===== config.mk =====
export PLATFORM = sky130hd
export DESIGN_NAME = board_top
export DESIGN_NICKNAME = d
export VERILOG_FILES = /design/src/board_pkg.sv /design/src/board_top.sv /design/src/cmd_engine.sv /design/src/uart_rx.sv /design/src/uart_tx.sv
export VERILOG_INCLUDE_DIRS = /design/src
export SDC_FILE = /design/constraint.sdc
export NUM_CORES = 1
export LEC_CHECK = 0
export ABC_CLOCK_PERIOD_IN_PS = 2570
export BUFFER_PORTS_ARGS = -buffer_cell sky130_fd_sc_hd__buf_4
export CORE_MARGIN = 10
export CORE_UTILIZATION = 51
export CTS_CLUSTER_SIZE = 28
export DETAILED_ROUTE_END_ITERATION = 8
export PLACE_DENSITY = 0.68
export RECOVER_POWER = 100
export SLEW_MARGIN = 10
export SYNTH_ARGS = -nofsm -noshare
export SYNTH_HDL_FRONTEND = slang
export SYNTH_HIERARCHICAL = 1
export SYNTH_SLANG_ARGS = --single-unit

===== constraint.sdc =====
create_clock -name clk_25mhz -period 2.57 [get_ports clk_25mhz]
set_input_delay 0.257 -clock clk_25mhz [delete_from_list [all_inputs] [get_ports clk_25mhz]]
set_output_delay 0.257 -clock clk_25mhz [all_outputs]
set_load 0.02 [all_outputs]

===== src/board_settings.svh =====
// serial bit timing, reset stretch length and board LED and button widths
`ifndef BOARD_SETTINGS_SVH
`define BOARD_SETTINGS_SVH

// 25 MHz / 115200 baud, rounded
`define CLKS_PER_BIT 217

// cycles the core reset stays high after the board reset falls
`define RESET_STRETCH 16

// ULX3S user LEDs
`define NUM_LEDS 8

// ULX3S push buttons, power button included
`define NUM_BTNS 7

`endif


===== src/board_pkg.sv =====
// command opcode enum and state enums for receiver, engine and transmitter
package board_pkg;

  // values are the ASCII codes sent by the host
  typedef enum logic [7:0] {
    op_set_leds  = 8'h4C,
    op_add_leds  = 8'h41,
    op_read_leds = 8'h52,
    op_read_btns = 8'h42,
    // anything not listed above decodes to this
    op_unknown   = 8'h3F
  } cmd_op_e;

  typedef enum logic [1:0] {
    rx_st_idle,
    rx_st_start,
    rx_st_data,
    rx_st_stop
  } rx_state_e;

  typedef enum logic [1:0] {
    tx_st_idle,
    tx_st_start,
    tx_st_data,
    tx_st_stop
  } tx_state_e;

  typedef enum logic {
    eng_wait_opcode,
    eng_wait_operand
  } eng_state_e;

endpackage


===== src/board_top.sv =====
// ULX3S board top with reset stretcher, uart receiver, command engine and uart transmitter
`timescale 1ns/1ns
`include "board_settings.svh"

module board_top (
  input  logic                 clk_25mhz,
  input  logic                 reset,
  input  logic [`NUM_BTNS-1:0] btns,
  input  logic                 ftdi_txd,
  output logic                 ftdi_rxd,
  output logic [`NUM_LEDS-1:0] leds
);

  logic [`RESET_STRETCH-1:0] rst_shift;
  logic                      core_reset;
  logic [7:0]                rx_data;
  logic                      rx_valid;
  logic [7:0]                tx_data;
  logic                      tx_start;

  // ones while reset is held, then drained one bit per cycle
  always_ff @(posedge clk_25mhz) begin
    if (reset) begin
      rst_shift <= '1;
    end else begin
      rst_shift <= rst_shift >> 1;
    end
  end

  assign core_reset = rst_shift[0];

  // ftdi_txd is the host's transmit line, so it feeds our receiver
  uart_rx i_rx (
    .clk_25mhz (clk_25mhz),
    .reset     (core_reset),
    .serial_in (ftdi_txd),
    .rx_data   (rx_data),
    .rx_valid  (rx_valid)
  );

  cmd_engine i_engine (
    .clk_25mhz (clk_25mhz),
    .reset     (core_reset),
    .rx_data   (rx_data),
    .rx_valid  (rx_valid),
    .btns      (btns),
    .leds      (leds),
    .tx_data   (tx_data),
    .tx_start  (tx_start)
  );

  uart_tx i_tx (
    .clk_25mhz  (clk_25mhz),
    .reset      (core_reset),
    .tx_data    (tx_data),
    .tx_start   (tx_start),
    .serial_out (ftdi_rxd)
  );

endmodule


===== src/cmd_engine.sv =====
// command parser and executor with LED register, button synchronizer and reply bytes
`timescale 1ns/1ns
`include "board_settings.svh"

module cmd_engine
  import board_pkg::*;
(
  input  logic                 clk_25mhz,
  input  logic                 reset,
  input  logic [7:0]           rx_data,
  input  logic                 rx_valid,
  input  logic [`NUM_BTNS-1:0] btns,
  output logic [`NUM_LEDS-1:0] leds,
  output logic [7:0]           tx_data,
  output logic                 tx_start
);

  eng_state_e           state;
  cmd_op_e              pending_op;
  cmd_op_e              rx_op;
  logic [`NUM_BTNS-1:0] btn_meta;
  logic [`NUM_BTNS-1:0] btn_sync;

  function automatic cmd_op_e decode_op(input logic [7:0] code);
    cmd_op_e op;
    case (code)
      op_set_leds:  op = op_set_leds;
      op_add_leds:  op = op_add_leds;
      op_read_leds: op = op_read_leds;
      op_read_btns: op = op_read_btns;
      default:      op = op_unknown;
    endcase
    return op;
  endfunction

  assign rx_op = decode_op(rx_data);

  // buttons are asynchronous to the board clock
  always_ff @(posedge clk_25mhz) begin
    btn_meta <= btns;
    btn_sync <= btn_meta;
  end

  always_ff @(posedge clk_25mhz) begin
    if (reset) begin
      state      <= eng_wait_opcode;
      pending_op <= op_set_leds;
      leds       <= '0;
      tx_start   <= 1'b0;
    end else begin
      tx_start <= 1'b0;
      if (rx_valid) begin
        case (state)
          eng_wait_opcode: begin
            case (rx_op)
              op_set_leds, op_add_leds: begin
                pending_op <= rx_op;
                state      <= eng_wait_operand;
              end
              // reads and unknown bytes all answer with one byte
              default: tx_start <= 1'b1;
            endcase
          end
          eng_wait_operand: begin
            if (pending_op == op_add_leds) begin
              // wraps modulo 256
              leds <= leds + rx_data;
            end else begin
              leds <= rx_data;
            end
            state <= eng_wait_opcode;
          end
          default: state <= eng_wait_opcode;
        endcase
      end
    end
  end

  // reply byte, loaded in the same cycle tx_start is raised
  always_ff @(posedge clk_25mhz) begin
    if (rx_valid && state == eng_wait_opcode) begin
      case (rx_op)
        op_read_leds: tx_data <= 8'(leds);
        // top bit stays zero with seven buttons
        op_read_btns: tx_data <= 8'(btn_sync);
        op_unknown:   tx_data <= 8'h3F;
        default: ;
      endcase
    end
  end

endmodule


===== src/uart_rx.sv =====
// 8N1 uart receiver with line synchronizer, mid-bit sampling and stop-bit check
`timescale 1ns/1ns
`include "board_settings.svh"

module uart_rx
  import board_pkg::*;
(
  input  logic       clk_25mhz,
  input  logic       reset,
  input  logic       serial_in,
  output logic [7:0] rx_data,
  output logic       rx_valid
);

  localparam int CNT_W = $clog2(`CLKS_PER_BIT);
  localparam logic [CNT_W-1:0] BIT_LAST  = CNT_W'(`CLKS_PER_BIT - 1);
  localparam logic [CNT_W-1:0] HALF_LAST = CNT_W'(`CLKS_PER_BIT / 2 - 1);

  rx_state_e        state;
  logic [1:0]       line_sync;
  logic             line_prev;
  logic             line;
  logic             start_edge;
  logic [CNT_W-1:0] cnt;
  logic [2:0]       bit_idx;
  logic [7:0]       shift_reg;

  // two-flop synchronizer, line idles high
  always_ff @(posedge clk_25mhz) begin
    if (reset) begin
      line_sync <= 2'b11;
      line_prev <= 1'b1;
    end else begin
      line_sync <= {line_sync[0], serial_in};
      line_prev <= line_sync[1];
    end
  end

  assign line       = line_sync[1];
  assign start_edge = line_prev & ~line;

  always_ff @(posedge clk_25mhz) begin
    if (reset) begin
      state    <= rx_st_idle;
      cnt      <= '0;
      bit_idx  <= '0;
      rx_valid <= 1'b0;
    end else begin
      rx_valid <= 1'b0;
      case (state)
        rx_st_idle: begin
          cnt     <= '0;
          bit_idx <= '0;
          if (start_edge) begin
            state <= rx_st_start;
          end
        end
        rx_st_start: begin
          if (cnt == HALF_LAST) begin
            cnt <= '0;
            // a pulse shorter than half a bit is noise
            state <= line ? rx_st_idle : rx_st_data;
          end else begin
            cnt <= cnt + 1'b1;
          end
        end
        rx_st_data: begin
          if (cnt == BIT_LAST) begin
            cnt     <= '0;
            bit_idx <= bit_idx + 1'b1;
            if (bit_idx == 3'd7) begin
              state <= rx_st_stop;
            end
          end else begin
            cnt <= cnt + 1'b1;
          end
        end
        rx_st_stop: begin
          if (cnt == BIT_LAST) begin
            cnt <= '0;
            // framing error drops the byte silently
            rx_valid <= line;
            state    <= rx_st_idle;
          end else begin
            cnt <= cnt + 1'b1;
          end
        end
        default: state <= rx_st_idle;
      endcase
    end
  end

  // lsb arrives first, so shift in from the top
  always_ff @(posedge clk_25mhz) begin
    if (state == rx_st_data && cnt == BIT_LAST) begin
      shift_reg <= {line, shift_reg[7:1]};
    end
  end

  assign rx_data = shift_reg;

endmodule


===== src/uart_tx.sv =====
// 8N1 uart transmitter with a one-byte holding buffer
`timescale 1ns/1ns
`include "board_settings.svh"

module uart_tx
  import board_pkg::*;
(
  input  logic       clk_25mhz,
  input  logic       reset,
  input  logic [7:0] tx_data,
  input  logic       tx_start,
  output logic       serial_out
);

  localparam int CNT_W = $clog2(`CLKS_PER_BIT);
  localparam logic [CNT_W-1:0] BIT_LAST = CNT_W'(`CLKS_PER_BIT - 1);

  tx_state_e        state;
  logic [CNT_W-1:0] cnt;
  logic [2:0]       bit_idx;
  logic [7:0]       shift_reg;
  logic [7:0]       hold_data;
  logic             hold_full;
  logic             bit_done;

  assign bit_done = (cnt == BIT_LAST);

  always_ff @(posedge clk_25mhz) begin
    if (reset) begin
      state      <= tx_st_idle;
      cnt        <= '0;
      bit_idx    <= '0;
      hold_full  <= 1'b0;
      serial_out <= 1'b1;
    end else begin
      cnt <= (state == tx_st_idle || bit_done) ? '0 : cnt + 1'b1;
      case (state)
        tx_st_idle: begin
          bit_idx <= '0;
          if (hold_full) begin
            shift_reg  <= hold_data;
            hold_full  <= 1'b0;
            serial_out <= 1'b0;
            state      <= tx_st_start;
          end else if (tx_start) begin
            shift_reg  <= tx_data;
            serial_out <= 1'b0;
            state      <= tx_st_start;
          end
        end
        tx_st_start: begin
          if (bit_done) begin
            serial_out <= shift_reg[0];
            state      <= tx_st_data;
          end
        end
        tx_st_data: begin
          if (bit_done) begin
            bit_idx <= bit_idx + 1'b1;
            if (bit_idx == 3'd7) begin
              serial_out <= 1'b1;
              state      <= tx_st_stop;
            end else begin
              serial_out <= shift_reg[1];
              shift_reg  <= {1'b0, shift_reg[7:1]};
            end
          end
        end
        tx_st_stop: begin
          if (bit_done) begin
            bit_idx <= '0;
            // buffered byte follows straight after the stop bit
            if (hold_full) begin
              shift_reg  <= hold_data;
              hold_full  <= 1'b0;
              serial_out <= 1'b0;
              state      <= tx_st_start;
            end else begin
              state <= tx_st_idle;
            end
          end
        end
        default: state <= tx_st_idle;
      endcase
      // strobe during a frame goes to the holding buffer
      if (tx_start && (state != tx_st_idle || hold_full)) begin
        hold_data <= tx_data;
        hold_full <= 1'b1;
      end
    end
  end

endmodule

==> summary.json, run 1 <==
{
  "logic_synthesis": {
    "synth_seq_cells": 110,
    "number_of_enable_flip_flop_cells_after_synthesis": 32,
    "synth_area_sq_um": 4700,
    "synth_instances": 444,
    "portion_of_synthesized_cell_area_occupied_by_the_leading_cell_type_pct": 33.2,
    "postSynthAreaPerCell_sq_um": 10.6,
    "synth.yosys.warnings": 6,
    "yosys.area.top_type": "sky130_fd_sc_hd__dfxtp_1",
    "syn-num-nets": 474,
    "synth_seq_area_share_pct": 53.7,
    "synthTopCellsByArea": "sky130_fd_sc_hd__dfxtp_1 33%, sky130_fd_sc_hd__edfxtp_1 20%, sky130_fd_sc_hd__ha_1 5.1%",
    "synth_top_flop_cell": "sky130_fd_sc_hd__dfxtp_1",
    "proportion_of_register_bits_with_asynchronous_set_or_reset_after_synthesis_pct": 0,
    "yosysUniqueCellTypes": 63
  },
  "placement": {
    "io_buffer_count": 18,
    "dp_hpwl_mm": 6.13,
    "place_area_sq_um": 4930,
    "routability_congestion": 0.836
  },
  "pwr": {
    "cellPowerDensity_nw_per_um2": 551,
    "power_frac_clock_pct": 35.6,
    "power_switching_share_pct": 20.1,
    "internal_power_mw": 2.25,
    "irDropWorstVdd_mv": 0.318,
    "total_leakage_power_nw": 1.82,
    "combinational_cell_fraction_of_total_power_pct": 0.8,
    "sequentialPowerShare_pct": 63.6,
    "power_switching_uw": 566
  },
  "sta": {
    "setup_viol": 0,
    "timing.setup.tns_ns": 0,
    "timing.final.hold_violations": 0,
    "max_freq_ghz": 0.470,
    "skew_ns": 0.00703,
    "min_period_over_period_pct": 82.7,
    "relative_max_transition_margin_pct": 36.7,
    "period_minus_slack_ns": 2.13,
    "timing.final.max_slew_violations": 0,
    "unrepaired_setup_endpoints_after_global_routing": "no",
    "tightestPinTransition_ns": 0.939
  },
  "routing": {
    "dr.first_iter.drc_count": 226,
    "route.detailed.drc": 0,
    "route.antenna.remaining_nets": 0,
    "via_count": 3215,
    "drt-vias-per-instance": 5.52,
    "routed_wire_length_per_instance_um": 15.0,
    "drt-pass1-iter-count": 4,
    "postRouteWirelength_mm": 8.75
  },
  "layout": {
    "drive_gt1_share_pct": 7.17,
    "largest_reg_flops": 16,
    "layout.cells.most_common": "sky130_fd_sc_hd__dfxtp_1",
    "max_flop_register": "rst_shift",
    "total_nets_final": 499,
    "synthToLayoutAreaGrowth_pct": 8.71,
    "final_cell_area_sq_um": 5110,
    "num_antenna_cells": 0,
    "layout.cells.most_common_list": "78 x sky130_fd_sc_hd__dfxtp_1, 34 x sky130_fd_sc_hd__nor2_1, 32 x sky130_fd_sc_hd__edfxtp_1"
  },
  "global_route": {
    "grt_start_max_net_pins": 34,
    "wire_length_of_the_first_global_routing_pass_mm": 15.0,
    "track_usage_pct": 13.8,
    "number_of_antenna_violations_at_the_first_check_in_global_routing": 0,
    "first_global_vias": 3127,
    "grt-ovfl-total": 0
  },
  "setup_path": {
    "cp_data_required_time_ns": 2.84,
    "timing_worst_setup_path_type": "reg -> reg",
    "timing.critical_path.mode_cell": "sky130_fd_sc_hd__o21ai_0",
    "worstPathMaxFanout": 6,
    "cp_launch_type": "flip-flop",
    "path_cells": "ha_1, inv_1, fa_1, nor2b_1, o21ai_0, a21boi_0, o21ai_0, mux2i_1, o31a_1",
    "end_kind": "flip-flop",
    "critPathSlowestCell": "sky130_fd_sc_hd__edfxtp_1",
    "crit_arrival_ns": 2.40,
    "critPathMaxStageDelay_ns": 0.44
  },
  "cts": {
    "cts_hold_buffers": 7,
    "clk_pin_slew_ns": 0.09,
    "clock_sinks": 110,
    "tritoncts": "done",
    "cts-root-to-sink-buffers": 2,
    "cts.root.buffer_cell": "sky130_fd_sc_hd__clkbuf_8",
    "tritoncts.num_buffers": 9,
    "worstSkewPairLatency_ns": 0.37,
    "cts.htree.levels": 3,
    "post_cts_resized": 0,
    "post_cts_repair_setup_buffers": 0
  },
  "worst_hold_path": {
    "holdCritPathClass": "in -> reg"
  },
  "floorplanning": {
    "pin_count": 19,
    "chipWidth_um": 116,
    "fp-row-count": 34,
    "initial_core_utilization_pct": 53.1,
    "die_area_sq_um": 13400,
    "core_area_sq_um": 8850,
    "die_h_um": 116
  },
  "run": {
    "cap_violations": 0
  },
  "status": {
    "run_status": "completed"
  }
}
cell families (layout without fill, tap and decap cells):
| group | after synthesis | after routing | synth area share, % |
|---|---|---|---|
| AOI/OAI and AO/OA | 94 | 94 | 13.7 |
| adders and majority gates | 20 | 20 | 5.49 |
| xor gates and xnor gates | 12 | 12 | 2.24 |
| muxes | 10 | 10 | 2.16 |
| DFF | 110 | 110 | 53.7 |
| buffers and inverters | 35 | 65 | 3.20 |
| and+or+nand+nor | 163 | 163 | 19.5 |
cells in the mapped netlist, types with 5 or more instances:
master and count:
sky130_fd_sc_hd__nor2_1 34, sky130_fd_sc_hd__nor3_1 8, sky130_fd_sc_hd__nand2b_1 8, sky130_fd_sc_hd__a211oi_1 13, sky130_fd_sc_hd__o211ai_1 6, sky130_fd_sc_hd__edfxtp_1 32
sky130_fd_sc_hd__a22oi_1 13, sky130_fd_sc_hd__o21ai_1 5, sky130_fd_sc_hd__and2_1 7, sky130_fd_sc_hd__or2_1 15, sky130_fd_sc_hd__inv_1 18, sky130_fd_sc_hd__xnor2_1 5
sky130_fd_sc_hd__nand2_1 31, sky130_fd_sc_hd__a31oi_1 6, sky130_fd_sc_hd__nand3_1 9, sky130_fd_sc_hd__xor2_1 7, sky130_fd_sc_hd__mux2i_1 9, sky130_fd_sc_hd__clkbuf_1 12
sky130_fd_sc_hd__nor2b_1 9, sky130_fd_sc_hd__nand4_1 6, sky130_fd_sc_hd__dfxtp_1 78, sky130_fd_sc_hd__o21ai_0 19, sky130_fd_sc_hd__a21oi_1 12, sky130_fd_sc_hd__ha_1 19
routing by layer:
| metal | global-route usage, % | wire, um | vias up |
|---|---|---|---|
| li1 | - | - | 1653 |
| met3 | 3.72 | 355 | 12 |
| met5 | 0 | 0 | - |
| met1 | 18.7 | 4210 | 1505 |
| met4 | 4.00 | 129 | 0 |
| met2 | 21.3 | 4060 | 45 |
layout make-up:
| cell class | instances | area (sq um) |
|---|---|---|
| fill | 778 | 3740 |
| sequential | 110 | 2520 |
| multi-input combinational | 299 | 1990 |
| timing repair buffer | 31 | 201 |
| tap | 108 | 135 |
| clock buffer | 10 | 128 |
| inverter | 18 | 67.6 |
| clock inverter | 6 | 62.6 |
final timing paths:
kind	cells after the start	slack, ns	from	to
setup / recovery	9	0.44	i_rx/rx_data[0]	i_engine/leds[6]
hold / removal	2	0.07	ftdi_txd	i_rx/line_sync[0]
setup reg to reg	9	0.44	i_rx/rx_data[0]	i_engine/leds[6]
hold reg to reg	0	0.34	i_engine/btn_meta[0]	i_engine/btn_sync[0]
through the flow:
step / total power, mW / worst slack, ns / std cells / hold slack (ns) / utilization, %
after floorplan: 1.83 / 0.289 / 444 / 0.285 / -
after global placement: 1.85 / 0.550 / 559 / 0.313 / 55.7
after detailed placement: 1.85 / 0.493 / 559 / 0.312 / 55.7
after CTS: 2.85 / 0.476 / 582 / 0.0725 / 58.7
after global routing: 2.93 / 0.241 / 582 / 0.0637 / 57.7
final: 2.82 / 0.444 / 582 / 0.0730 / 57.7
power groups by stage:
stage                     combinational (mW)  clock (mW)  sequential [mW]
after global placement                0.0145           0             1.83
after global routing                  0.0247        1.11             1.79
final                                 0.0220        1.00             1.79
after detailed placement              0.0153           0             1.83
after CTS                             0.0236        1.04             1.79
after floorplan                      0.00435           0             1.83
worst max-delay path, delay by kind of cell (launching register included):
kind	cells	cell delay [ns]
AOI/OAI and AO/OA	4	0.64
adders and majority gates	2	0.60
DFF	1	0.44
and+or+nand+nor	1	0.15
muxes	1	0.13
buffers and inverters	1	0.07
(Power assumes the default switching activity.)
==> run 2, diff against run 1 <==
Settings changed: ABC_CLOCK_PERIOD_IN_PS 2570 to 2070.
Clock period 2.57 ns to 2.07 ns, I/O delays scaled along.
==> summary.json, run 2 (synthesis results as in run 1) <==
{
  "sta": {
    "holdWs": {"value": 0.0328, "unit": "ns", "change": "was 0.0730 ns"},
    "period_minus_slack": {"value": 1.93, "unit": "ns", "change": "was 2.13 ns"},
    "timing.setup.tns": {"value": 0, "unit": "ns", "change": "unchanged"},
    "timing.final.hold_violations": {"value": 0, "change": "unchanged"},
    "min_period_over_period": {"value": 93.2, "unit": "%", "change": "was 82.7%"},
    "setup_viol": {"value": 0, "change": "unchanged"},
    "unrepaired_setup_endpoints_after_global_routing": {"value": "no", "change": "unchanged"},
    "skew": {"value": 0.0119, "unit": "ns", "change": "was 0.00703 ns"},
    "max_freq": {"value": 0.519, "unit": "GHz", "change": "was 0.470 GHz"},
    "tightestPinTransition": {"value": 0.633, "unit": "ns", "change": "was 0.939 ns"},
    "relative_max_transition_margin": {"value": 57.5, "unit": "%", "change": "was 36.7%"},
    "timing.final.max_slew_violations": {"value": 0, "change": "unchanged"},
    "pnr_worst_setup_slack": {"value": 0.141, "unit": "ns", "change": "was 0.444 ns"}
  },
  "setup_path": {
    "critPathMaxStageDelay": {"value": 0.46, "unit": "ns", "change": "was 0.44 ns"},
    "cp_data_required_time": {"value": 2.36, "unit": "ns", "change": "was 2.84 ns"},
    "worstPathMaxFanout": {"value": 4, "change": "was 6"},
    "path_cells": {"value": "ha_1, o211ai_1, o21ai_2, nand3_1, nand2_1, mux2_1, a41oi_1", "change": "was ha_1, inv_1, fa_1, nor2b_1, o21ai_0, a21boi_0, o21ai_0, mux2i_1, o31a_1"},
    "timing_worst_setup_path_type": {"value": "reg -> reg", "change": "unchanged"},
    "end_kind": {"value": "flip-flop", "change": "unchanged"},
    "critPathSlowestCell": {"value": "sky130_fd_sc_hd__edfxtp_1", "change": "unchanged"},
    "cp_launch_type": {"value": "flip-flop", "change": "unchanged"},
    "crit_arrival": {"value": 2.22, "unit": "ns", "change": "was 2.40 ns"}
  },
  "layout": {
    "max_flop_register": {"value": "rst_shift", "change": "unchanged"},
    "layout.cells.most_common_list": {"value": "78 x sky130_fd_sc_hd__dfxtp_1, 34 x sky130_fd_sc_hd__nor2_1, 32 x sky130_fd_sc_hd__edfxtp_1", "change": "unchanged"},
    "layout.cells.most_common": {"value": "sky130_fd_sc_hd__dfxtp_1", "change": "unchanged"},
    "fillers": {"value": 760, "change": "was 778"},
    "final_cell_area": {"value": 5300, "unit": "sq um", "change": "was 5110 sq um"},
    "num_antenna_cells": {"value": 0, "change": "unchanged"},
    "drive_gt1_share": {"value": 12.4, "unit": "%", "change": "was 7.17%"},
    "post-route-util": {"value": 59.9, "unit": "%", "change": "was 57.7%"},
    "synthToLayoutAreaGrowth": {"value": 12.8, "unit": "%", "change": "was 8.71%"},
    "post_layout_nonfiller_instances": {"value": 609, "change": "was 582"},
    "total_nets_final": {"value": 526, "change": "was 499"},
    "largest_reg_flops": {"value": 16, "change": "unchanged"}
  },
  "pwr": {
    "cellPowerDensity": {"value": 639, "unit": "nW/um^2", "change": "was 551 nW/um^2"},
    "power.total": {"value": 3.38, "unit": "mW", "change": "was 2.82 mW"},
    "total_leakage_power": {"value": 1.93, "unit": "nW", "change": "was 1.82 nW"},
    "irDropWorstVdd": {"value": 0.499, "unit": "mV", "change": "was 0.318 mV"}
  },
  "run": {
    "cap_violations": {"value": 0, "change": "unchanged"}
  },
  "cts": {
    "clk_pin_slew": {"value": 0.10, "unit": "ns", "change": "was 0.09 ns"},
    "tritoncts": {"value": "done", "change": "unchanged"},
    "cts.htree.levels": {"value": 3, "change": "unchanged"},
    "cts.root.buffer_cell": {"value": "sky130_fd_sc_hd__clkbuf_8", "change": "unchanged"},
    "clock_sinks": {"value": 110, "change": "unchanged"},
    "worstSkewPairLatency": {"value": 0.36, "unit": "ns", "change": "was 0.37 ns"},
    "tritoncts.num_buffers": {"value": 9, "change": "unchanged"},
    "cts-root-to-sink-buffers": {"value": 2, "change": "unchanged"}
  },
  "floorplanning": {
    "die_area": {"value": 13400, "unit": "sq um", "change": "unchanged"},
    "chipWidth": {"value": 116, "unit": "um", "change": "unchanged"},
    "core_area": {"value": 8850, "unit": "sq um", "change": "unchanged"},
    "pin_count": {"value": 19, "change": "unchanged"},
    "die_h": {"value": 116, "unit": "um", "change": "unchanged"},
    "fp-row-count": {"value": 34, "change": "unchanged"},
    "initial_core_utilization": {"value": 53.1, "unit": "%", "change": "unchanged"}
  },
  "routing": {
    "via_count": {"value": 3389, "change": "was 3,215"},
    "postRouteWirelength": {"value": 9.13, "unit": "mm", "change": "was 8.75 mm"},
    "routed_wire_length_per_instance": {"value": 15.0, "unit": "um", "change": "about the same"},
    "route.antenna.remaining_nets": {"value": 0, "change": "unchanged"},
    "dr.first_iter.drc_count": {"value": 229, "change": "was 226"},
    "drt-pass1-iter-count": {"value": 4, "change": "unchanged"},
    "drt-vias-per-instance": {"value": 5.56, "change": "was 5.52"},
    "route.detailed.drc": {"value": 0, "change": "unchanged"}
  },
  "global_route": {
    "number_of_antenna_violations_at_the_first_check_in_global_routing": {"value": 0, "change": "unchanged"},
    "grt_start_max_net_pins": {"value": 34, "change": "unchanged"},
    "track_usage": {"value": 14.1, "unit": "%", "change": "was 13.8%"},
    "first_global_vias": {"value": 3232, "change": "was 3,127"},
    "grt-ovfl-total": {"value": 0, "change": "unchanged"},
    "wire_length_of_the_first_global_routing_pass": {"value": 15.5, "unit": "mm", "change": "was 15.0 mm"}
  },
  "placement": {
    "routability_congestion": {"value": 0.817, "change": "was 0.836"},
    "placed_cells_incl_taps": {"value": 581, "change": "was 559"},
    "place_area": {"value": 5100, "unit": "sq um", "change": "was 4930 sq um"},
    "io_buffer_count": {"value": 18, "change": "unchanged"},
    "dp_worst_setup_slack": {"value": -0.0442, "unit": "ns", "change": "was 0.493 ns"},
    "dp_hpwl": {"value": 6.53, "unit": "mm", "change": "was 6.13 mm"}
  },
  "worst_hold_path": {
    "holdCritPathClass": {"value": "in -> reg", "change": "unchanged"}
  },
  "status": {
    "run_status": {"value": "completed", "change": "unchanged"}
  }
}
==> run 2: cell types whose count changed in the layout (fill, tap and decap cells not counted), sizes merged <==
cell / change
inv: +2
clkinvlp: -1
bufinv: -1
clkinv: -2
clkbuf: +11
buf: +18
==> run 2: worst paths after layout <==
check,to,cells after the start,start,slack [ns]
setup / recovery,i_engine/leds[7],7,i_rx/rx_data[2],0.14
hold / removal,i_rx/line_sync[0],2,ftdi_txd,0.03
setup reg to reg,i_engine/leds[7],7,i_rx/rx_data[2],0.14
hold reg to reg,i_engine/btn_sync[6],0,i_engine/btn_meta[6],0.33
==> run 2: layer usage <==
metal | track usage [%] | vias to the layer above | part of all wire, %
met2 | 21.9 | 58 | 45
met5 | 0 | - | 0
met1 | 19.3 | 1614 | 50
li1 | - | 1706 | -
met4 | 5.17 | 0 | 1.4
met3 | 2.53 | 11 | 3.2
==> run 2: layout make-up <==
cell class / instances / area (sq um) / share of cell area [%]
timing repair buffer: 58 / 383 / 7.22
tap: 108 / 135 / 2.55
clock buffer: 12 / 135 / 2.55
inverter: 18 / 67.6 / 1.27
sequential: 110 / 2520 / 47.6
clock inverter: 4 / 31.3 / 0.590
multi-input combinational: 299 / 2030 / 38.2
==> run 2: critical path, delay by kind of cell, from the launching register on <==
kind            cells  cell delay, ns
compound gates      3            0.48
flops               1            0.46
fa+ha+maj           1            0.36
mux                 1            0.33
simple gates        2            0.23
==> run 2: power by group <==
part	internal [mW]	switching, mW	leakage, nW
combinational	0.0193	0.00760	0.922
sequential	2.22	0.00508	0.931
clock	0.448	0.687	0.0815
total	2.69	0.699	1.93
==> run 2: what timing repair did <==
| action | CTS | global route |
|---|---|---|
| endpoints found under the setup margin | 8 | 2 |
| pin swaps | 0 | 1 |
| hold buffers | 7 | 0 |
| hold endpoints to repair | 7 | 0 |
| setup buffers | 0 | 5 |
| resized for setup | 1 | 7 |
==> run 3, diff against run 2 <==
Settings changed: CORE_ASPECT_RATIO from default to 0.5, CORE_UTILIZATION 51 to 61, PLACE_DENSITY 0.68 to 0.79.
==> summary.json, run 3 (synthesis results as in run 1) <==
{
  "status": {
    "run_status": {"value": "completed", "change": "unchanged"}
  },
  "layout": {
    "post_layout_nonfiller_instances": {"value": 579, "change": "was 609"},
    "total_nets_final": {"value": 508, "change": "was 526"},
    "max_flop_register": {"value": "rst_shift", "change": "unchanged"},
    "layout.cells.most_common": {"value": "sky130_fd_sc_hd__dfxtp_1", "change": "unchanged"},
    "layout.cells.most_common_list": {"value": "77 x sky130_fd_sc_hd__dfxtp_1, 34 x sky130_fd_sc_hd__nor2_1, 32 x sky130_fd_sc_hd__edfxtp_1", "change": "was 78 x sky130_fd_sc_hd__dfxtp_1, 34 x sky130_fd_sc_hd__nor2_1, 32 x sky130_fd_sc_hd__edfxtp_1"},
    "post-route-util": {"value": 71.4, "unit": "%", "change": "was 59.9%"},
    "largest_reg_flops": {"value": 16, "change": "unchanged"},
    "num_antenna_cells": {"value": 0, "change": "unchanged"},
    "synthToLayoutAreaGrowth": {"value": 12.6, "unit": "%", "change": "was 12.8%"},
    "drive_gt1_share": {"value": 11.4, "unit": "%", "change": "was 12.4%"}
  },
  "routing": {
    "route.detailed.drc": {"value": 0, "change": "unchanged"},
    "via_count": {"value": 3443, "change": "was 3,389"},
    "drt-vias-per-instance": {"value": 5.95, "change": "was 5.56"},
    "drt-pass1-iter-count": {"value": 5, "change": "was 4"},
    "postRouteWirelength": {"value": 9.36, "unit": "mm", "change": "was 9.13 mm"},
    "dr.first_iter.drc_count": {"value": 190, "change": "was 229"},
    "route.antenna.remaining_nets": {"value": 0, "change": "unchanged"},
    "routed_wire_length_per_instance": {"value": 16.2, "unit": "um", "change": "was 15.0 um"}
  },
  "setup_path": {
    "crit_arrival": {"value": 2.22, "unit": "ns", "change": "about the same"},
    "reg2reg_to": {"value": "i_engine/leds[7]", "change": "unchanged"},
    "reg2regPathDepth": {"value": 7, "change": "unchanged"},
    "cp_launch_type": {"value": "flip-flop", "change": "unchanged"},
    "end_kind": {"value": "flip-flop", "change": "unchanged"},
    "timing_worst_setup_path_type": {"value": "reg -> reg", "change": "unchanged"},
    "cp_data_required_time": {"value": 2.33, "unit": "ns", "change": "was 2.36 ns"},
    "timing.critical_path.from": {"value": "i_rx/rx_data[1]", "change": "was i_rx/rx_data[2]"},
    "critical_path.reg2reg.startpoint": {"value": "i_rx/rx_data[1]", "change": "was i_rx/rx_data[2]"},
    "worstPathMaxFanout": {"value": 4, "change": "unchanged"},
    "ff2ff_setup_slack": {"value": 0.11, "unit": "ns", "change": "was 0.14 ns"}
  },
  "floorplanning": {
    "die_area": {"value": 11800, "unit": "sq um", "change": "was 13,400 sq um"},
    "fp-row-count": {"value": 22, "change": "was 34"},
    "die_h": {"value": 82.1, "unit": "um", "change": "was 116 um"},
    "core_area": {"value": 7400, "unit": "sq um", "change": "was 8850 sq um"},
    "initial_core_utilization": {"value": 63.4, "unit": "%", "change": "was 53.1%"},
    "chipWidth": {"value": 144, "unit": "um", "change": "was 116 um"},
    "pin_count": {"value": 19, "change": "unchanged"}
  },
  "worst_hold_path": {
    "holdCritPathClass": {"value": "in -> reg", "change": "unchanged"},
    "worstHoldEndpoint": {"value": "i_rx/line_sync[0]", "change": "unchanged"},
    "min-delay-start": {"value": "ftdi_txd", "change": "unchanged"},
    "hold_depth": {"value": 2, "change": "unchanged"}
  },
  "sta": {
    "max_freq": {"value": 0.509, "unit": "GHz", "change": "was 0.519 GHz"},
    "pnr_worst_setup_slack": {"value": 0.106, "unit": "ns", "change": "was 0.141 ns"},
    "timing.final.max_slew_violations": {"value": 0, "change": "unchanged"},
    "min_period_over_period": {"value": 94.9, "unit": "%", "change": "was 93.2%"},
    "relative_max_transition_margin": {"value": 52.0, "unit": "%", "change": "was 57.5%"},
    "setup_viol": {"value": 0, "change": "unchanged"},
    "skew": {"value": 0.00763, "unit": "ns", "change": "was 0.0119 ns"},
    "tightestPinTransition": {"value": 0.720, "unit": "ns", "change": "was 0.633 ns"},
    "period_minus_slack": {"value": 1.96, "unit": "ns", "change": "was 1.93 ns"},
    "holdWs": {"value": 0.0445, "unit": "ns", "change": "was 0.0328 ns"},
    "timing.final.hold_violations": {"value": 0, "change": "unchanged"}
  },
  "cts": {
    "cts.root.buffer_cell": {"value": "sky130_fd_sc_hd__clkbuf_16", "change": "was sky130_fd_sc_hd__clkbuf_8"},
    "tritoncts": {"value": "done", "change": "unchanged"},
    "cts.htree.levels": {"value": 3, "change": "unchanged"},
    "cts-root-to-sink-buffers": {"value": 2, "change": "unchanged"},
    "worstSkewPairLatency": {"value": 0.34, "unit": "ns", "change": "was 0.36 ns"},
    "clk_pin_slew": {"value": 0.07, "unit": "ns", "change": "was 0.10 ns"},
    "tritoncts.num_buffers": {"value": 9, "change": "unchanged"},
    "clock_sinks": {"value": 110, "change": "unchanged"}
  },
  "placement": {
    "dp_hpwl": {"value": 6.57, "unit": "mm", "change": "was 6.53 mm"},
    "placed_cells_incl_taps": {"value": 554, "change": "was 581"},
    "dp_worst_setup_slack": {"value": -0.0315, "unit": "ns", "change": "was -0.0442 ns"},
    "routability_congestion": {"value": 0.916, "change": "was 0.817"},
    "io_buffer_count": {"value": 18, "change": "unchanged"}
  },
  "global_route": {
    "number_of_antenna_violations_at_the_first_check_in_global_routing": {"value": 0, "change": "unchanged"},
    "wire_length_of_the_first_global_routing_pass": {"value": 15.6, "unit": "mm", "change": "was 15.5 mm"},
    "grt-ovfl-total": {"value": 0, "change": "unchanged"},
    "track_usage": {"value": 16.4, "unit": "%", "change": "was 14.1%"},
    "first_global_vias": {"value": 3400, "change": "was 3,232"},
    "grt_start_max_net_pins": {"value": 20, "change": "was 34"}
  },
  "pwr": {
    "irDropWorstVdd": {"value": 0.529, "unit": "mV", "change": "was 0.499 mV"},
    "cellPowerDensity": {"value": 724, "unit": "nW/um^2", "change": "was 639 nW/um^2"},
    "power.total": {"value": 3.83, "unit": "mW", "change": "was 3.38 mW"},
    "total_leakage_power": {"value": 1.92, "unit": "nW", "change": "was 1.93 nW"}
  },
  "run": {
    "cap_violations": {"value": 0, "change": "unchanged"}
  }
}
run 3: cell types whose count changed in the layout (fill, tap and decap cells not counted), moves of 2 or more:
cell	delta
sky130_fd_sc_hd__a211oi_2	+2
sky130_fd_sc_hd__buf_4	-13
sky130_fd_sc_hd__clkbuf_8	-8
sky130_fd_sc_hd__clkbuf_16	+9
sky130_fd_sc_hd__clkinv_2	+4
sky130_fd_sc_hd__clkbuf_1	-7
sky130_fd_sc_hd__clkbuf_4	-2
sky130_fd_sc_hd__a211oi_1	-2
run 3: critical path, cell delays in order (launching register included):
cell	delay, ns
sky130_fd_sc_hd__edfxtp_1	0.44
sky130_fd_sc_hd__ha_1	0.35
sky130_fd_sc_hd__a211oi_2	0.29
sky130_fd_sc_hd__o21ai_2	0.10
sky130_fd_sc_hd__nand3_1	0.09
sky130_fd_sc_hd__nand2_1	0.09
sky130_fd_sc_hd__mux2_1	0.32
sky130_fd_sc_hd__a41oi_1	0.19
run 3: what timing repair did:
item                                    4_1_cts  5_1_grt
endpoints found under the hold margin         7        0
hold buffers                                  7        0
resized for setup                             2        7
buffers inserted                              1        1
endpoints found under the setup margin        2        3
run 3: cell type report:
class                           count  area, sq um
Sequential cell                   110         2520
Tap cell                           96          120
Timing Repair Buffer               40          260
Fill cell                         558         2120
Clock inverter                      6         36.3
Clock buffer                       10          239
Multi-Input combinational cell    299         2040
Inverter                           18         67.6
run 3: stage by stage:
step | setup TNS (ns) | cell area (sq um)
6_report | 0 | 5290
2_1_floorplan | 0 | 4700
3_3_place_gp | 0 | 4970
5_1_grt | -0.0330 | 5290
4_1_cts | 0 | 5330
3_5_place_dp | -0.0315 | 4970
run 3: metal layers:
metal  share of wire (%)  track usage, %  up-vias
met5                   0               0        -
met4                 2.3            7.79        0
met3                 4.6            3.91       25
met2                  52            30.3      100
met1                  41            17.9     1646
li1                    -               -     1672
run 3: worst max-delay path by stage:
stage                        to  slack (ns)  depth (start not counted)
2_1_floorplan  i_engine/leds[6]        0.05                          9
3_5_place_dp   i_engine/leds[6]       -0.03                          9
5_1_grt        i_engine/leds[7]       -0.03                          7
6_report       i_engine/leds[7]        0.11                          7
3_3_place_gp   i_engine/leds[6]        0.10                          9
4_1_cts        i_engine/leds[6]        0.02                          9
run 3: power by group:
part,total [mW],switching (mW),internal (mW),leakage (nW)
clock network,1.58,0.733,0.844,0.138
logic,0.0273,0.00796,0.0193,0.849
registers,2.22,0.00436,2.22,0.931
total,3.83,0.745,3.08,1.92
